<file path="config.mk">
export PLATFORM = sky130hd
export DESIGN_NAME = asg_bus_return
export DESIGN_NICKNAME = d
export VERILOG_FILES = /design/src/common/asg_pkg.sv /design/src/verilog/asg_bus_return.sv
export SDC_FILE = /design/constraint.sdc
export NUM_CORES = 1
export LEC_CHECK = 0
export BUFFER_PORTS_ARGS = -buffer_cell sky130_fd_sc_hd__buf_2
export CORE_AREA = 2 2 68 70
export DETAILED_ROUTE_END_ITERATION = 10
export DIE_AREA = 0 0 70 72
export GPL_ROUTABILITY_DRIVEN = 0
export PLACE_DENSITY_LB_ADDON = 0.05
export SLEW_MARGIN = 5
export SYNTH_ARGS = -nofsm -noshare
export SYNTH_HDL_FRONTEND = slang
export SYNTH_SLANG_ARGS = --single-unit
</file>
<file path="constraint.sdc">
create_clock -name bus -period 1 [get_ports bus]
set_input_delay 0.1 -clock bus [delete_from_list [all_inputs] [get_ports bus]]
set_output_delay 0.1 -clock bus [all_outputs]
set_load 0.1 [all_outputs]
</file>
<file path="src/common/asg_pkg.sv">
//////////////////////////////////////////////////
// shared constants for the signal generator
// offsets are bytes inside a 64 byte register window
// bus data is fixed at 32 bits
//////////////////////////////////////////////////

package asg_pkg;

  localparam int unsigned AW     = 16;  // bus byte address width
  localparam int unsigned DW_BUS = 32;  // bus data width
  localparam int unsigned RAW    = 6;   // register offset width

  //////////////////////////////////////////////////
  // channel register offsets
  //////////////////////////////////////////////////

  localparam logic [RAW-1:0] REG_CTL     = 6'h00;  // rst, trg, run state
  localparam logic [RAW-1:0] REG_TRG     = 6'h04;  // ext trigger mask
  localparam logic [RAW-1:0] REG_SIZ     = 6'h10;  // table size, fixed point
  localparam logic [RAW-1:0] REG_OFF     = 6'h14;  // start offset (phase)
  localparam logic [RAW-1:0] REG_STP     = 6'h18;  // step (frequency)
  localparam logic [RAW-1:0] REG_BST     = 6'h20;  // burst enable, infinite
  localparam logic [RAW-1:0] REG_BDL     = 6'h24;  // burst data length
  localparam logic [RAW-1:0] REG_BLN     = 6'h28;  // burst idle length
  localparam logic [RAW-1:0] REG_BNM     = 6'h2c;  // burst repetitions
  localparam logic [RAW-1:0] REG_STS_BLN = 6'h30;  // phase cycle counter
  localparam logic [RAW-1:0] REG_STS_BNM = 6'h34;  // repetition counter
  localparam logic [RAW-1:0] REG_MUL     = 6'h38;  // gain
  localparam logic [RAW-1:0] REG_SUM     = 6'h3c;  // offset

  // control word, meaning depends on the offset written
  typedef struct packed {
    logic [DW_BUS-3:0] rsv;
    logic              trg;  // software trigger
    logic              rst;  // software stop
  } ctl_view_t;

  typedef struct packed {
    logic [DW_BUS-3:0] rsv;
    logic              inf;  // repeat forever
    logic              ben;  // burst mode
  } bst_view_t;

  typedef union packed {
    ctl_view_t ctl;  // at REG_CTL
    bst_view_t bst;  // at REG_BST
  } ctl_word_t;

endpackage

</file>
<file path="src/verilog/asg_bus_return.sv">
//////////////////////////////////////////////////
// read data return and interrupt collection
// ack is always one cycle after the strobe, no errors
// pending layout: bit 2i trg, bit 2i+1 stp of channel i
//////////////////////////////////////////////////
`timescale 1ns/1ps

module asg_bus_return #(
  parameter int unsigned CHN = 3
) (
  input  logic                       bus,
  input  logic                       arst_n,
  input  logic [CHN-1:0]             ch_ren,
  input  logic                       glb_ren,
  input  logic                       glb_wen,
  input  logic [asg_pkg::DW_BUS-1:0] wdata,
  input  logic                       ack_req,
  input  logic [asg_pkg::DW_BUS-1:0] ch_rdata [CHN],
  input  logic [CHN-1:0]             irq_trg,
  input  logic [CHN-1:0]             irq_stp,
  output logic [asg_pkg::DW_BUS-1:0] bus_rdata,
  output logic                       bus_ack,
  output logic                       irq
);

  import asg_pkg::*;

  logic [2*CHN-1:0] pnd;      // sticky pending bits
  logic [2*CHN-1:0] pnd_set;
  logic [2*CHN-1:0] pnd_clr;
  logic [CHN-1:0]   ren_q;    // read select, one cycle late
  logic             glb_q;

  always_comb begin
    for (int i = 0; i < CHN; i++) begin
      pnd_set[2*i]   = irq_trg[i];
      pnd_set[2*i+1] = irq_stp[i];
    end
  end

  assign pnd_clr = glb_wen ? wdata[2*CHN-1:0] : '0;  // write one to clear

  always_ff @(posedge bus or negedge arst_n) begin
    if (!arst_n) begin
      pnd     <= '0;
      ren_q   <= '0;
      glb_q   <= 1'b0;
      bus_ack <= 1'b0;
    end else begin
      pnd     <= (pnd & ~pnd_clr) | pnd_set;  // new event beats clear
      ren_q   <= ch_ren;
      glb_q   <= glb_ren;
      bus_ack <= ack_req;
    end
  end

  // channels already register their data, just pick one
  always_comb begin
    bus_rdata = glb_q ? DW_BUS'(pnd) : '0;
    for (int i = 0; i < CHN; i++) begin
      if (ren_q[i]) bus_rdata = bus_rdata | ch_rdata[i];
    end
  end

  assign irq = |pnd;

endmodule

</file>
* Yosys cells after proc, flatten, opt, wreduce, memory -nomap -nowiden *
Index checks and enable logic that the tools add are counted.

storage, ports and cells
  register bits after elaboration = 11
  bits of input ports = 142
  output and inout port bits = 34
  word-level logic and storage cells = 16

cells by class
  muxes and demuxes = 5
  bitwise gates (word level) = 6
  reduce and logical (&&, ||, !) cells = 1

operator list
  operator             count
  2-to-1 mux 32 bit    3
  OR 32 bit            2
  OR 6 x 32 -> 32 bit  1
  2-to-1 mux 6 bit     2
  bitwise AND 6 bit    1
  NOT 6 bit            1
  OR 6 bit             1
  OR reduction 6 bit   1

* Logic depth before layout (Yosys ltp) *
  depth after elaboration = 7
  mapped depth = 3
  depth with buffers taken out = 2

* Worst setup path after synthesis *
Ideal clock, no wire load.

  path kind = register -> output
  start = register ren_q[1]
  end = output bus_rdata[10] (netlist bit)
  data arrival time = 1283 ps
  data required time = 900 ps
  slack = -383 ps
  stages on the path, launching flop included = 4
  buffers on the path = 1
  path through = dfrtp_1 buf_4 a222oi_1 inv_1

on the way
  longest elaborated chain between the ends = 3

RTL lines
  item                    RTL line              RTL
  start, declared         asg_bus_return.sv:31  logic [CHN-1:0] ren_q;
  start signal, assigned  asg_bus_return.sv:51  ren_q <= ch_ren;
  2-to-1 mux 32 bit (*)   asg_bus_return.sv:61  if (ren_q[i]) bus_rdata = bus_rdata | ch_rdata[i];
  OR 32 bit               asg_bus_return.sv:61
  2-to-1 mux 32 bit (*)   asg_bus_return.sv:61
  end, declared           asg_bus_return.sv:21  output logic [asg_pkg::DW_BUS-1:0] bus_rdata,

Mark *: on every way between the ends. The rest lies on a longest branch, timed or not.

* Final worst setup path *
  start = register ren_q[0]
  end = output bus_rdata[14] (netlist bit)

on the way
  longest elaborated chain between the ends = 5

RTL lines
  item                   RTL line
  2-to-1 mux 32 bit (*)  asg_bus_return.sv:61
  OR 32 bit              asg_bus_return.sv:61
  2-to-1 mux 32 bit (*)  asg_bus_return.sv:61
  OR 32 bit              asg_bus_return.sv:61
  2-to-1 mux 32 bit (*)  asg_bus_return.sv:61

Marks and branches as above.

==> results.sh <==
export IMPL_yosysTopAreaCell="dfrtp_1"
export IMPL_syn_nets=247
export IMPL_grt_pass1_vias=1460
export IMPL_period_share=1.571
export IMPL_rr_startpoint="pnd[3]"
export IMPL_grt_util_all_layers=0.1689
export IMPL_synth_seq_cells=11
export IMPL_dieArea_sq_um=5040
export IMPL_crit_path_start_kind="register"
export IMPL_grt_start_max_net_pins=33
export IMPL_dp_hpwl_microns=3740
export IMPL_worstHoldPathType="input pin to register"
export IMPL_finalMaxSlewViolations=0
export IMPL_failed_checks="negative setup slack"
export IMPL_synth_top_area_frac=0.3051
export IMPL_timing_rr_end="pnd[3]"
export IMPL_io_buffers=149
export IMPL_rrSetupSlack_ps=60
export IMPL_via_per_inst=4.868
export IMPL_cts_root_buf="clkbuf_8"
export IMPL_yosys_area_share_xor_xnor=0
export IMPL_grt_overflow=0
export IMPL_cp_cell_sequence="buf_12 > a222oi_1 > inv_2 > buf_12"
export IMPL_p_leak_nw=1.306
export IMPL_netlist_top_cells_area="dfrtp_1 (31%), a222oi_1 (29%), inv_1 (11%)"
export IMPL_arrival_ps=1470
export IMPL_setup_slack_ps=-570.5
export IMPL_synth_cells=105
export IMPL_seq_area_frac_synth=0.3051
export IMPL_yosys_mux_area_fraction=0
export IMPL_synth_avg_cell_area_sq_um=8.592
export IMPL_final_fill_count=367
export IMPL_cp_common_cell="buf_12"
export IMPL_ys_types=11
export IMPL_hold_start="irq_trg[2]"
export IMPL_cts_tree="built"
export IMPL_clkLatencyLatePin_ps=230
export IMPL_critPathBufInv=3
export IMPL_setup_viol=33
export IMPL_cts_sinks=11
export IMPL_core_area_sq_um=4264
export IMPL_powerDensity_nw_per_um2=1183
export IMPL_h_tree_depth=1
export IMPL_synthAdderAreaFrac=0
export IMPL_finalCriticalPeriod_ps=1571
export IMPL_power_total_w=0.002964
export IMPL_rows=24
export IMPL_worstPathMaxFanout=23
export IMPL_stdcell_area_sq_um=2506
export IMPL_clk_pin_slew_worst_paths_ps=50
export IMPL_max_stage_delay_ps=400
export IMPL_max_slew_margin=0.7453
export IMPL_worstHoldPathCells=2
export IMPL_netlist_area_sq_um=902.1
export IMPL_drive_gt1_frac=0.8000
export IMPL_fp_dieH_microns=72
export IMPL_drt_initial_drc_count=156
export IMPL_cp_top_family="buffers and inverters"
export IMPL_worst_pin_slew_ps=382.1
export IMPL_reg2reg_depth=3
export IMPL_yosys_warnings=0
export IMPL_finalSetupTns_ps=-16360
export IMPL_drtPass1Iterations=6
export IMPL_wire_per_inst_microns=14.68
export IMPL_hold_viol=0
export IMPL_clockBufferDepth=2
export IMPL_endpoint_kind="primary output"
export IMPL_finalClockSkew_ps=0
export IMPL_syn2layout_area_growth_pct=177.8
export IMPL_die_w_microns=70
export IMPL_synth_top_family_by_area="compound AO/OA/AOI/OAI gates"
export IMPL_cts_buffers=3
export IMPL_fin_nets=408
export IMPL_yosys_area_share_simple=0.06519
export IMPL_start_util=0.2116
export IMPL_rsz0062_at_grt="yes"
export IMPL_run_status="finished with violations"
export IMPL_grt_pass1_wl_microns=6969
export IMPL_route_detailed_drc=0
export IMPL_antenna_left=0
export IMPL_synth_compound_area_frac=0.4383
export IMPL_diodes=0
export IMPL_cpMaxStageDelayCell="dfrtp_1"
export IMPL_clock_fmax_mhz=636.7
export IMPL_cap_violations=0
export IMPL_dr_total_vias=1543
export IMPL_hold_end="pnd[4]"
export IMPL_wl_microns=4653
export IMPL_required_ps=900
export IMPL_antenna_found_initial=0
export IMPL_path_class="register to primary output"
export IMPL_placed_cell_area_sq_um=2298
export IMPL_ios=176
export IMPL_ir_drop_uv=1034
## synthesized netlist by cell type
| cell | instances |
|---|---|
| inv_1 | 26 |
| buf_2 | 3 |
| a22oi_1 | 12 |
| nor2_1 | 1 |
| a222oi_1 | 26 |
| a21o_1 | 6 |
| nor4_1 | 1 |
| buf_6 | 4 |
| nand2_1 | 13 |
| dfrtp_1 | 11 |
| buf_4 | 2 |
## layout by cell type, fill, tap and decap left out, drive strengths merged
cell type and instances:
a21o 6, a222oi 26, a22oi 12, buf 159, clkbuf 4, dfrtp 11, dlygate4sd3 6, inv 26
nand2 13, nor2 1, nor4 1
## cell type report
class                           count  area, sq um  share of cell area
Timing Repair Buffer              165         1436              0.5731
Multi-Input combinational cell     59        581.8              0.2322
Clock buffer                        4        45.04             0.01797
Inverter                           26        97.59             0.03894
Tap cell                           52        65.06             0.02596
Sequential cell                    11        280.3              0.1118
## per-layer routing
metal	vias up	wire length (microns)	global-route usage
met1	705	1689	0.1944
met5	-	0	0
met2	98	2510	0.3206
met3	4	430	0.03333
li1	736	-	-
met4	0	23	0.04274
## report_power, final
group	total, W	internal [W]	leakage, nW	switching [W]
logic	0.00201	0.000791	1.17	0.00122
registers	0.000514	0.000475	0.116	0.0000395
clock network	0.000436	0.000279	0.0228	0.000157
## timing repair
item	CTS	global route
setup endpoints to repair	33	33
endpoints found under the hold margin	16	0
hold buffers	6	0
buffers inserted	1	1
pin swaps	29	20
gates resized for setup	20	2
## worst max-delay path by stage
| stage | start | end | slack, ps | cells after the start |
|---|---|---|---|---|
| CTS | ren_q[0] | bus_rdata[8] | -590 | 4 |
| detailed placement | ren_q[2] | bus_rdata[8] | -350 | 4 |
| global route | ren_q[1] | bus_rdata[14] | -660 | 4 |
| global placement | ren_q[2] | bus_rdata[14] | -320 | 4 |
| finish | ren_q[0] | bus_rdata[14] | -570 | 4 |
| floorplan | ren_q[0] | bus_rdata[26] | -280 | 3 |
## state kept, by name, summed over array words and instances, names as in the netlist
| register | count |
|---|---|
| glb_q | 1 |
| bus_ack | 1 |
| ren_q | 3 |
| pnd | 6 |
## kinds of logic after synthesis
kind of cell           Yosys count
DFF                             11
AOI/OAI and AO/OA               44
and+or+nand+nor                 15
buffers and inverters           35
## stage by stage
stage | hold WS (ps) | worst slack, ps | util | cells
2_1_floorplan | -195.6 | -279.3 | - | 105
3_3_place_gp | -18.81 | -320.6 | 0.5390 | 305
3_5_place_dp | -17.94 | -349.5 | 0.5390 | 305
4_1_cts | 33.26 | -589.4 | 0.5848 | 316
5_1_grt | 43.92 | -662.1 | 0.5877 | 317
6_report | 40.68 | -570.5 | 0.5877 | 317
No activity file was read; power rests on OpenSTA's default activity.
