$ cat src/common/asg_pkg.sv
//////////////////////////////////////////////////
// shared constants for the signal generator
// offsets are bytes inside a 64 byte register window
// bus data is fixed at 32 bits
//////////////////////////////////////////////////

package asg_pkg;

  localparam int unsigned AW     = 16;  // bus byte address width
  localparam int unsigned DW_BUS = 32;  // bus data width
  localparam int unsigned RAW    = 6;   // register offset width

  //////////////////////////////////////////////////
  // channel register offsets
  //////////////////////////////////////////////////

  localparam logic [RAW-1:0] REG_CTL     = 6'h00;  // rst, trg, run state
  localparam logic [RAW-1:0] REG_TRG     = 6'h04;  // ext trigger mask
  localparam logic [RAW-1:0] REG_SIZ     = 6'h10;  // table size, fixed point
  localparam logic [RAW-1:0] REG_OFF     = 6'h14;  // start offset (phase)
  localparam logic [RAW-1:0] REG_STP     = 6'h18;  // step (frequency)
  localparam logic [RAW-1:0] REG_BST     = 6'h20;  // burst enable, infinite
  localparam logic [RAW-1:0] REG_BDL     = 6'h24;  // burst data length
  localparam logic [RAW-1:0] REG_BLN     = 6'h28;  // burst idle length
  localparam logic [RAW-1:0] REG_BNM     = 6'h2c;  // burst repetitions
  localparam logic [RAW-1:0] REG_STS_BLN = 6'h30;  // phase cycle counter
  localparam logic [RAW-1:0] REG_STS_BNM = 6'h34;  // repetition counter
  localparam logic [RAW-1:0] REG_MUL     = 6'h38;  // gain
  localparam logic [RAW-1:0] REG_SUM     = 6'h3c;  // offset

  // control word, meaning depends on the offset written
  typedef struct packed {
    logic [DW_BUS-3:0] rsv;
    logic              trg;  // software trigger
    logic              rst;  // software stop
  } ctl_view_t;

  typedef struct packed {
    logic [DW_BUS-3:0] rsv;
    logic              inf;  // repeat forever
    logic              ben;  // burst mode
  } bst_view_t;

  typedef union packed {
    ctl_view_t ctl;  // at REG_CTL
    bst_view_t bst;  // at REG_BST
  } ctl_word_t;

endpackage

$ cat src/verilog/asg_bus_decode.sv
//////////////////////////////////////////////////
// bus address decoder, purely combinational
// channel index sits above the region bit CWM+2
// index CHN is the global region, larger ones hit nothing
//////////////////////////////////////////////////
`timescale 1ns/1ps

module asg_bus_decode #(
  parameter int unsigned CHN = 3,
  parameter int unsigned CWM = 8
) (
  input  logic                       bus_wen,
  input  logic                       bus_ren,
  input  logic [asg_pkg::AW-1:0]     bus_addr,
  input  logic [asg_pkg::DW_BUS-1:0] bus_wdata,
  output logic [CHN-1:0]             ch_wen,
  output logic [CHN-1:0]             ch_ren,
  output logic                       glb_wen,
  output logic                       glb_ren,
  output logic                       buf_sel,
  output logic [asg_pkg::RAW-1:0]    reg_addr,
  output logic [CWM-1:0]             buf_addr,
  output logic [asg_pkg::DW_BUS-1:0] wdata,
  output logic                       ack_req
);

  import asg_pkg::*;

  localparam int unsigned IW = AW - CWM - 3;  // channel index bits

  logic [IW-1:0] idx;
  logic          glb;

  assign idx = bus_addr[AW-1:CWM+3];
  assign glb = (idx == IW'(CHN));

  // one-hot per channel, out of range index gives zero
  assign ch_wen  = bus_wen ? CHN'(1) << idx : '0;
  assign ch_ren  = bus_ren ? CHN'(1) << idx : '0;
  assign glb_wen = bus_wen & glb;
  assign glb_ren = bus_ren & glb;

  assign buf_sel  = bus_addr[CWM+2];     // 1: table, 0: registers
  assign reg_addr = bus_addr[RAW-1:0];
  assign buf_addr = bus_addr[CWM+1:2];   // word address
  assign wdata    = bus_wdata;
  assign ack_req  = bus_wen | bus_ren;   // every strobe is acked

endmodule

$ cat config.mk
export PLATFORM = sky130hd
export DESIGN_NAME = asg_bus_decode
export DESIGN_NICKNAME = d
export VERILOG_FILES = /design/src/common/asg_pkg.sv /design/src/verilog/asg_bus_decode.sv
export SDC_FILE = /design/constraint.sdc
export NUM_CORES = 1
export LEC_CHECK = 0
export BUFFER_PORTS_ARGS = -buffer_cell sky130_fd_sc_hd__buf_2
export CAP_MARGIN = 20
export CORE_MARGIN = 2
export CORE_UTILIZATION = 26
export DETAILED_ROUTE_END_ITERATION = 10
export GPL_TIMING_DRIVEN = 0
export PLACE_DENSITY = 0.91
export SETUP_SLACK_MARGIN = 0.4
export SYNTH_ARGS = -nofsm -noshare
export SYNTH_HDL_FRONTEND = slang
export SYNTH_SLANG_ARGS = --single-unit
$ cat constraint.sdc
create_clock -name vclk -period 1.82
set_input_delay 0 -clock vclk [all_inputs]
set_output_delay 0 -clock vclk [all_outputs]
set_load 0.03 [all_outputs]
Word level (Yosys, flattened, before mapping)
Cells that the tools add are included.
W data, S select, Z words.

word-level totals
  flip-flop bits (word level) = 0
  input bits = 50
  output and inout port bits = 56
  logic and storage cells = 7

operators by class
  equality and inequality tests = 1
  shifts and indexed selects = 1
  multiplexer cells = 2
  bitwise gates (word level) = 3

operator list
  kind                   number
  $mux W3                2
  $eq A5 B2 Y1 const B   1
  $shl A1 B5 Y3 const A  1
  $and A1 B1 Y1          2
  $or A1 B1 Y1           1

Longest topological paths before layout
Gate-level depths: netlist (run 1).

  depth in word-level cells = 2
  mapped depth = 2
  gate-level depth less buffers = 2

Worst setup path before layout (run 1)
OpenSTA, ideal clock, no wires.

  kind = input to output
  start = input port bus_addr[15] (netlist name)
  end = output port ch_ren[0]
  data arrival time = 1.314 ns
  required time = 1.820 ns
  path slack = 0.506 ns
  cell stages on the path = 2
  path buffers = 0
  cells stage by stage = or3b_4 -> nor4_1

between the ends
  cells in the longest elaborated chain, start to end = 2

ends and longest elaborated chain
  item             RTL line              source
  start, declared  asg_bus_decode.sv:14  input logic [asg_pkg::AW-1:0] bus_addr,
  $shl A1 B5 Y3    asg_bus_decode.sv:39  assign ch_ren = bus_ren ? CHN'(1) << idx : '0;
  $mux W3          asg_bus_decode.sv:39
  end, declared    asg_bus_decode.sv:17  output logic [CHN-1:0] ch_ren,

No other way between the ends.

Worst setup path in the final report (run 1)
  start = input port bus_addr[15] (netlist name)
  end = output port ch_ren[1]

The elaborated chain is that of the path after synthesis.

==> results of run 1 <==
## routing by layer
layer  part of all wire, %  track usage (%)  vias to the layer above  routed length, um
met5                     0                0                        -                  0
met3                    20            0.794                        0                240
met2                    54             15.0                       64                635
li1                      -                -                      271                  -
met4                     0                0                        0                  0
met1                    26             6.74                      227                302
## through the flow
step	util [%]	hold WS [ps]
after floorplan	-	70.4
after global placement	46.9	251
after detailed placement	46.9	251
after CTS	46.9	251
after global routing	46.9	255
final	46.9	250
## layout make-up
type | count | area (sq um) | share of cell area, %
tap | 17 | 21.3 | 2.69
buffer | 47 | 353 | 44.5
multi-input combinational | 13 | 103 | 13.0
timing repair buffer | 63 | 315 | 39.8
## path summary, 6_finish.rpt
check | startpoint | endpoint | slack (ps) | cells past startpoint
max | bus_addr[15] | ch_ren[1] | 800 | 4
min | bus_wdata[8] | wdata[8] | 250 | 2
## cell usage after synthesis, drive strengths merged
master and n:
nor4b 2, buf 47, or3b 3, nand3b 1, nor4 2, or2 1, nor2 4
## power by group
| part | switching (mW) | total, mW | internal, mW |
|---|---|---|---|
| clock network | 0 | 0 | 0 |
| logic | 0.157 | 0.269 | 0.112 |
| registers | 0 | 0 | 0 |
## cell families after synthesis
family,after synthesis,synth area share [%]
AND/OR/NAND/NOR,13,22.5
buffers and inverters,47,77.5
==> results.py, run 1 <==
metrics = {
    "run_status": {
        "status": "complete, no violations",
    },
    "sta": {
        "finalCritPeriodShare_pct": 56.1,
        "period_needed_ps": 1020,
        "max_freq_mhz": 979,
        "setup_ws_ps": 799,
        "setup_viol": 0,
        "hold_viol_final": 0,
        "tightest_slew_ps": 196,
        "setup_tns_ps": 0,
        "rsz0062_at_grt": "false",
        "relSlewSlack_pct": 86.8,
        "finalMaxSlewViolations": 0,
    },
    "detailed_routing": {
        "route.detailed.drc": 0,
        "wire_per_inst_um": 8.41,
        "wl_mm": 1.18,
        "dr.pass1.iters": 4,
        "ant_nets": 0,
        "via_per_inst": 4.01,
        "drtIter0Drc": 4,
        "num_vias": 562,
    },
    "pwr": {
        "p_leak_nw": 0.507,
        "peakVddDrop_mv": 0.169,
        "total_power_mw": 0.269,
        "p_per_area_nw_per_um2": 340,
    },
    "setup_path": {
        "worstSetupStartpointType": "primary input",
        "required_ps": 1820,
        "critPathMostFrequentCell": "buf_2",
        "crit_path_top_delay_cell": "or3b_4",
        "critical_path_class": "primary input to output pin",
        "cp_cell_sequence": "buf_2 > or3b_4 > nor4b_2 > buf_2",
        "cp_num_buf_inv": 2,
        "critical_path.top_delay_family": "simple AND/OR/NAND/NOR gates",
        "worst-path-max-fanout": 4,
        "endpoint_kind": "output pin",
        "cp_slowest_stage_delay_ps": 410,
        "worst-endpoint-arrival_ps": 1020,
    },
    "floorplan": {
        "core-area_sq_um": 1690,
        "chipWidth_um": 45.9,
        "fp.dieH_um": 45.9,
        "start_util_pct": 27.0,
        "std_cell_rows": 15,
        "die_area_sq_um": 2100,
        "top_level_ports": 106,
    },
    "finish": {
        "num-fill-cells": 151,
        "final_cell_mix": "63 x buf_2, 47 x buf_4, 4 x nor2_1",
        "num_antenna_cells": 0,
        "regArea_sq_um": 0,
        "fin_area_sq_um": 792,
        "area_growth_pct": 73.9,
        "final_common_cell": "buf_2",
        "drive_above_1_share_pct": 92.7,
        "nets": 175,
        "stdcell_count": 140,
        "clkbuf_count": 0,
        "seq_cells": 0,
    },
    "logic_synthesis": {
        "synth_area_leaders": "buf_4 77%, nor4b_2 6.6%, or3b_4 4.9%",
        "syn_nets": 110,
        "synth_cell_type_count": 8,
        "yosysWarnings": 0,
        "synth_top_area_share_pct": 77.5,
        "synth_area_per_cell_sq_um": 7.59,
        "synthCells": 60,
        "synth.cell_area_sq_um": 455,
        "ys_seq_area_share_pct": 0,
        "yosys.area.top_type": "buf_4",
    },
    "placement": {
        "place_ws_ps": 799,
        "io_buffers": 63,
        "dp_hpwl_mm": 1.11,
        "place_inst": 140,
        "placed_cell_area_sq_um": 792,
        "place.gp.congestion": 0.765,
    },
    "clock_network": {
        "ctsResizeCount": 0,
        "post_cts_buffers": 0,
        "cts_hold_buffers": 0,
    },
    "global_route": {
        "grt_max_degree": 7,
        "grt_antenna_before_repair": 0,
        "grt_pass1_vias": 300,
        "grt_overflow": 0,
        "grt_use_total_pct": 6.79,
        "grt_pass1_wl_mm": 1.12,
    },
    "min_path": {
        "holdCritPathClass": "primary input to output pin",
    },
    "job": {
        "cap_violations": 0,
    },
}
Note: power is estimated with default switching activity, not from simulation.
==> inputs of run 2 (changes only) <==
- CORE_UTILIZATION: 26 -> 21
- PLACE_DENSITY: 0.91 -> 0.79
- clock period: 1.82 -> 0.89 ns (I/O delays scaled with it)
==> run 2 against run 1 <==
Net effect: the run now ends with setup timing left; global-route usage increased by 1.8 points; first-iteration DRC count increased by 25%; power increased by 130%; cell area increased by 26%; critical path depth unchanged.
==> results.py, run 2 (synthesis results as in run 1) <==
metrics = {
    "run_status": {
        "status": "finished with violations",
        "violations": "setup timing",
    },
    "setup_path": {
        "crit_end": "ch_wen[1]",
        "endpoint_kind": "output pin",
        "critPathLaunch": "bus_addr[14]",
        "required_ps": 890,
        "critical_path_class": "primary input to output pin",
        "worst-endpoint-arrival_ps": 990,
        "worst-path-max-fanout": 4,
        "worstSetupStartpointType": "primary input",
    },
    "min_path": {
        "holdCritPathClass": "primary input to output pin",
        "min_from": "bus_wdata[28]",
    },
    "sta": {
        "hold_viol_final": 0,
        "finalMaxSlewViolations": 0,
        "relSlewSlack_pct": 82.0,
        "setup_viol": 4,
        "max_freq_mhz": 1010,
        "rsz0062_at_grt": "true",
        "period_needed_ps": 990,
        "finalCritPeriodShare_pct": 111,
        "tightest_slew_ps": 269,
        "fin_hold_ws_ps": 250,
        "setup_ws_ps": -100,
    },
    "detailed_routing": {
        "route.detailed.drc": 0,
        "via_per_inst": 3.82,
        "wl_mm": 1.61,
        "drtIter0Drc": 5,
        "dr.pass1.iters": 2,
        "wire_per_inst_um": 10.4,
        "wl_met3_um": 292,
        "wl_met2_um": 870,
        "met1_length_um": 354,
        "ant_nets": 0,
        "dr.max_layer_used": "met4",
        "num_vias": 588,
    },
    "placement": {
        "io_buffers": 63,
        "place.gp.congestion": 0.711,
        "dp_hpwl_mm": 1.20,
    },
    "finish": {
        "area_growth_pct": 119,
        "final_cell_mix": "53 x buf_4, 49 x buf_2, 10 x buf_6, 3 x or3b_4",
        "clkbuf_count": 0,
        "final_common_cell": "buf_4",
        "num_antenna_cells": 0,
        "seq_cells": 0,
        "num-fill-cells": 200,
        "nets": 179,
        "drive_above_1_share_pct": 96.9,
        "regArea_sq_um": 0,
        "final_util_pct": 49.8,
        "multi_input_area_sq_um": 168,
    },
    "global_route": {
        "grt_use_total_pct": 8.58,
        "grt_antenna_before_repair": 0,
        "grt_pass1_wl_mm": 1.81,
        "grt_overflow": 0,
        "grt_max_degree": 7,
        "grt_pass1_vias": 454,
    },
    "pwr": {
        "p_leak_nw": 0.567,
        "p_per_area_nw_per_um2": 626,
        "peakVddDrop_mv": 0.346,
    },
    "floorplan": {
        "start_util_pct": 22.8,
        "std_cell_rows": 16,
        "die_area_sq_um": 2560,
        "fp.dieH_um": 50.6,
        "chipWidth_um": 50.6,
        "top_level_ports": 106,
        "core-area_sq_um": 2000,
    },
    "job": {
        "cap_violations": 0,
    },
}
==> run 2: cell type report <==
type | instances | share of cell area, %
multi-input cells | 13 | 16.8
well taps | 27 | 3.39
repair buffers | 67 | 44.4
plain buffers | 47 | 35.4
==> run 2: worst min path at each step <==
stage	depth (start not counted)	endpoint
after floorplan	1	ch_ren[0]
after CTS	2	wdata[21]
after global routing	2	reg_addr[4]
after detailed placement	2	wdata[21]
final	2	wdata[28]
after global placement	2	wdata[6]
==> run 2: power breakdown <==
group,internal (mW),switching (mW)
Sequential,0,0
Combinational,0.276,0.348
Clock,0,0
Total,0.276,0.348
==> run 2: routing by layer <==
metal  vias to the layer above  global-route usage [%]
met3                         6                   0.595
li1                        279                       -
met1                       235                    7.45
met4                         0                       0
met5                         -                       0
met2                        68                    20.8
==> run 2: timing repair <==
item / 4_1_cts / 5_1_grt
buffers inserted: 0 / 4
setup endpoints to repair: 8 / 9
resized for setup: 9 / 30
pin swaps: 6 / 4
hold buffers: 0 / 0
==> run 2: per-stage QoR <==
stage                     power [mW]  instance area, sq um  setup TNS [ps]  instances  setup WS, ps
after floorplan                0.435                   503           -37.1         60         -18.5
after detailed placement       0.574                   852            -403        150          -152
after global placement         0.567                   852            -291        150          -138
after global routing           0.651                   997            -364        154          -152
final                          0.624                   997            -211        154          -100
after CTS                      0.579                   881            -192        150         -56.3
==> run 2: critical path, cell delays in order <==
cell and delay (ps):
buf_6 90, or3b_4 440, nor4b_4 250, buf_4 210
==> inputs of run 3 (changes only) <==
==> constraint.sdc (replaced) <==
create_clock -name vclk -period 0.89
set_input_delay 0.178 -clock vclk [all_inputs]
set_output_delay 0.178 -clock vclk [all_outputs]
set_load 0.03 [all_outputs]
==> run 3 against run 2 <==
Net effect: critical path depth unchanged; highest routed layer is now met3; largest cell class unchanged; the run still ends with setup timing left; non-clock buffer count did not move; first-iteration DRC count decreased by 40%.
==> results.py, run 3 (synthesis results as in run 1) <==
metrics = {
    "run_status": {
        "status": "finished with violations",
        "violations": "setup timing",
    },
    "finish": {
        "multi_input_area_sq_um": 178,
        "drive_above_1_share_pct": 98.4,
        "area_growth_pct": 225,
        "num-fill-cells": 129,
        "final_common_cell": "buf_6",
        "nets": 179,
        "final_cell_mix": "110 x buf_6, 4 x buf_4, 3 x or3b_4, 3 x nor2_4",
        "seq_cells": 0,
        "num_antenna_cells": 0,
        "clkbuf_count": 0,
        "fin_area_sq_um": 1480,
        "regArea_sq_um": 0,
    },
    "global_route": {
        "grt_pass1_wl_mm": 2.87,
        "grt_overflow": 0,
        "grt_antenna_before_repair": 0,
        "grt_use_total_pct": 13.6,
        "grt_pass1_vias": 646,
        "grt_max_degree": 7,
    },
    "setup_path": {
        "worstSetupStartpointType": "primary input",
        "crit_end": "ch_ren[1]",
        "critPathLaunch": "bus_addr[14]",
        "endpoint_kind": "output pin",
        "worst-path-max-fanout": 4,
        "critical_path_class": "primary input to output pin",
        "worst-endpoint-arrival_ps": 1120,
        "required_ps": 710,
    },
    "pwr": {
        "peakVddDrop_mv": 0.401,
        "netSwitchingFraction_pct": 44.4,
        "p_leak_nw": 0.725,
        "p_seq_share_pct": 0,
        "p_int_mw": 0.477,
        "clockPowerShare_pct": 0,
        "p_per_area_nw_per_um2": 579,
        "total_power_mw": 0.857,
        "combPwrFrac_pct": 100.0,
        "p_sw_mw": 0.381,
    },
    "floorplan": {
        "chipWidth_um": 50.6,
        "top_level_ports": 106,
        "core-area_sq_um": 2000,
        "start_util_pct": 22.8,
        "die_area_sq_um": 2560,
        "fp.dieH_um": 50.6,
        "std_cell_rows": 16,
    },
    "placement": {
        "io_buffers": 63,
        "place.gp.congestion": 0.673,
        "placed_cell_area_sq_um": 1030,
        "place_ws_ps": -505,
    },
    "sta": {
        "tightest_slew_ps": 229,
        "setup_viol": 9,
        "hold_viol_final": 0,
        "setup_ws_ps": -410,
        "max_freq_mhz": 769,
        "period_needed_ps": 1300,
        "finalCritPeriodShare_pct": 146,
        "rsz0062_at_grt": "true",
        "finalMaxSlewViolations": 0,
        "relSlewSlack_pct": 84.6,
    },
    "detailed_routing": {
        "wire_per_inst_um": 12.1,
        "num_vias": 587,
        "route.detailed.drc": 0,
        "wl_mm": 1.87,
        "drtIter0Drc": 3,
        "ant_nets": 0,
        "dr.pass1.iters": 4,
        "via_per_inst": 3.81,
    },
    "min_path": {
        "worstHoldPathCells": 2,
        "holdCritPathClass": "primary input to output pin",
    },
    "clock_network": {
        "cts_hold_buffers": 0,
    },
    "job": {
        "cap_violations": 0,
    },
}
## run 3: cell counts in the layout (fill, tap and decap cells not counted)
No cell type changed its count.
## run 3: cell type report
class / instances / share of cell area (%)
Tap cell: 27 / 2.28
Timing Repair Buffer: 67 / 50.0
Buffer: 47 / 35.8
Multi-Input combinational cell: 13 / 12.0
## run 3: layer usage
metal	vias up	part of all wire, %	global-route usage (%)
li1	281	-	-
met2	61	55	27.4
met4	0	0	0
met3	0	14	2.68
met5	-	0	0
met1	245	32	15.4
## run 3: timing repair
action                                  4_1_cts  5_1_grt
setup buffers                                 1        3
pin swaps                                     9        2
endpoints found under the setup margin       56       56
gates resized for setup                     117       12
## run 3: how the worst min path moves through the flow
stage / from / to
after floorplan: bus_addr[11] / ch_ren[0]
after global placement: bus_wdata[30] / wdata[30]
after detailed placement: bus_wdata[1] / wdata[1]
after CTS: bus_wdata[10] / wdata[10]
after global routing: bus_wdata[24] / wdata[24]
final: bus_wdata[30] / wdata[30]
## run 3: per-stage QoR
step                utilization [%]  std cells  hold WS [ps]  TNS, ps
detailed placement             51.5        150           594    -3220
CTS                            70.4        151           536    -2740
global placement               51.5        150           594    -3140
global route                   73.9        154           538    -3230
floorplan                         -         60           403    -2580
finish                         73.9        154           536    -2980
## run 3: power groups by stage
stage	logic (mW)	clock network [mW]	registers (mW)
floorplan	0.508	0	0
global placement	0.638	0	0
detailed placement	0.646	0	0
CTS	0.834	0	0
global route	0.891	0	0
finish	0.857	0	0
## run 3: worst max-delay path, stage by stage
cell,delay [ps]
buf_6,90
or3b_4,440
nor4b_4,240
buf_6,170
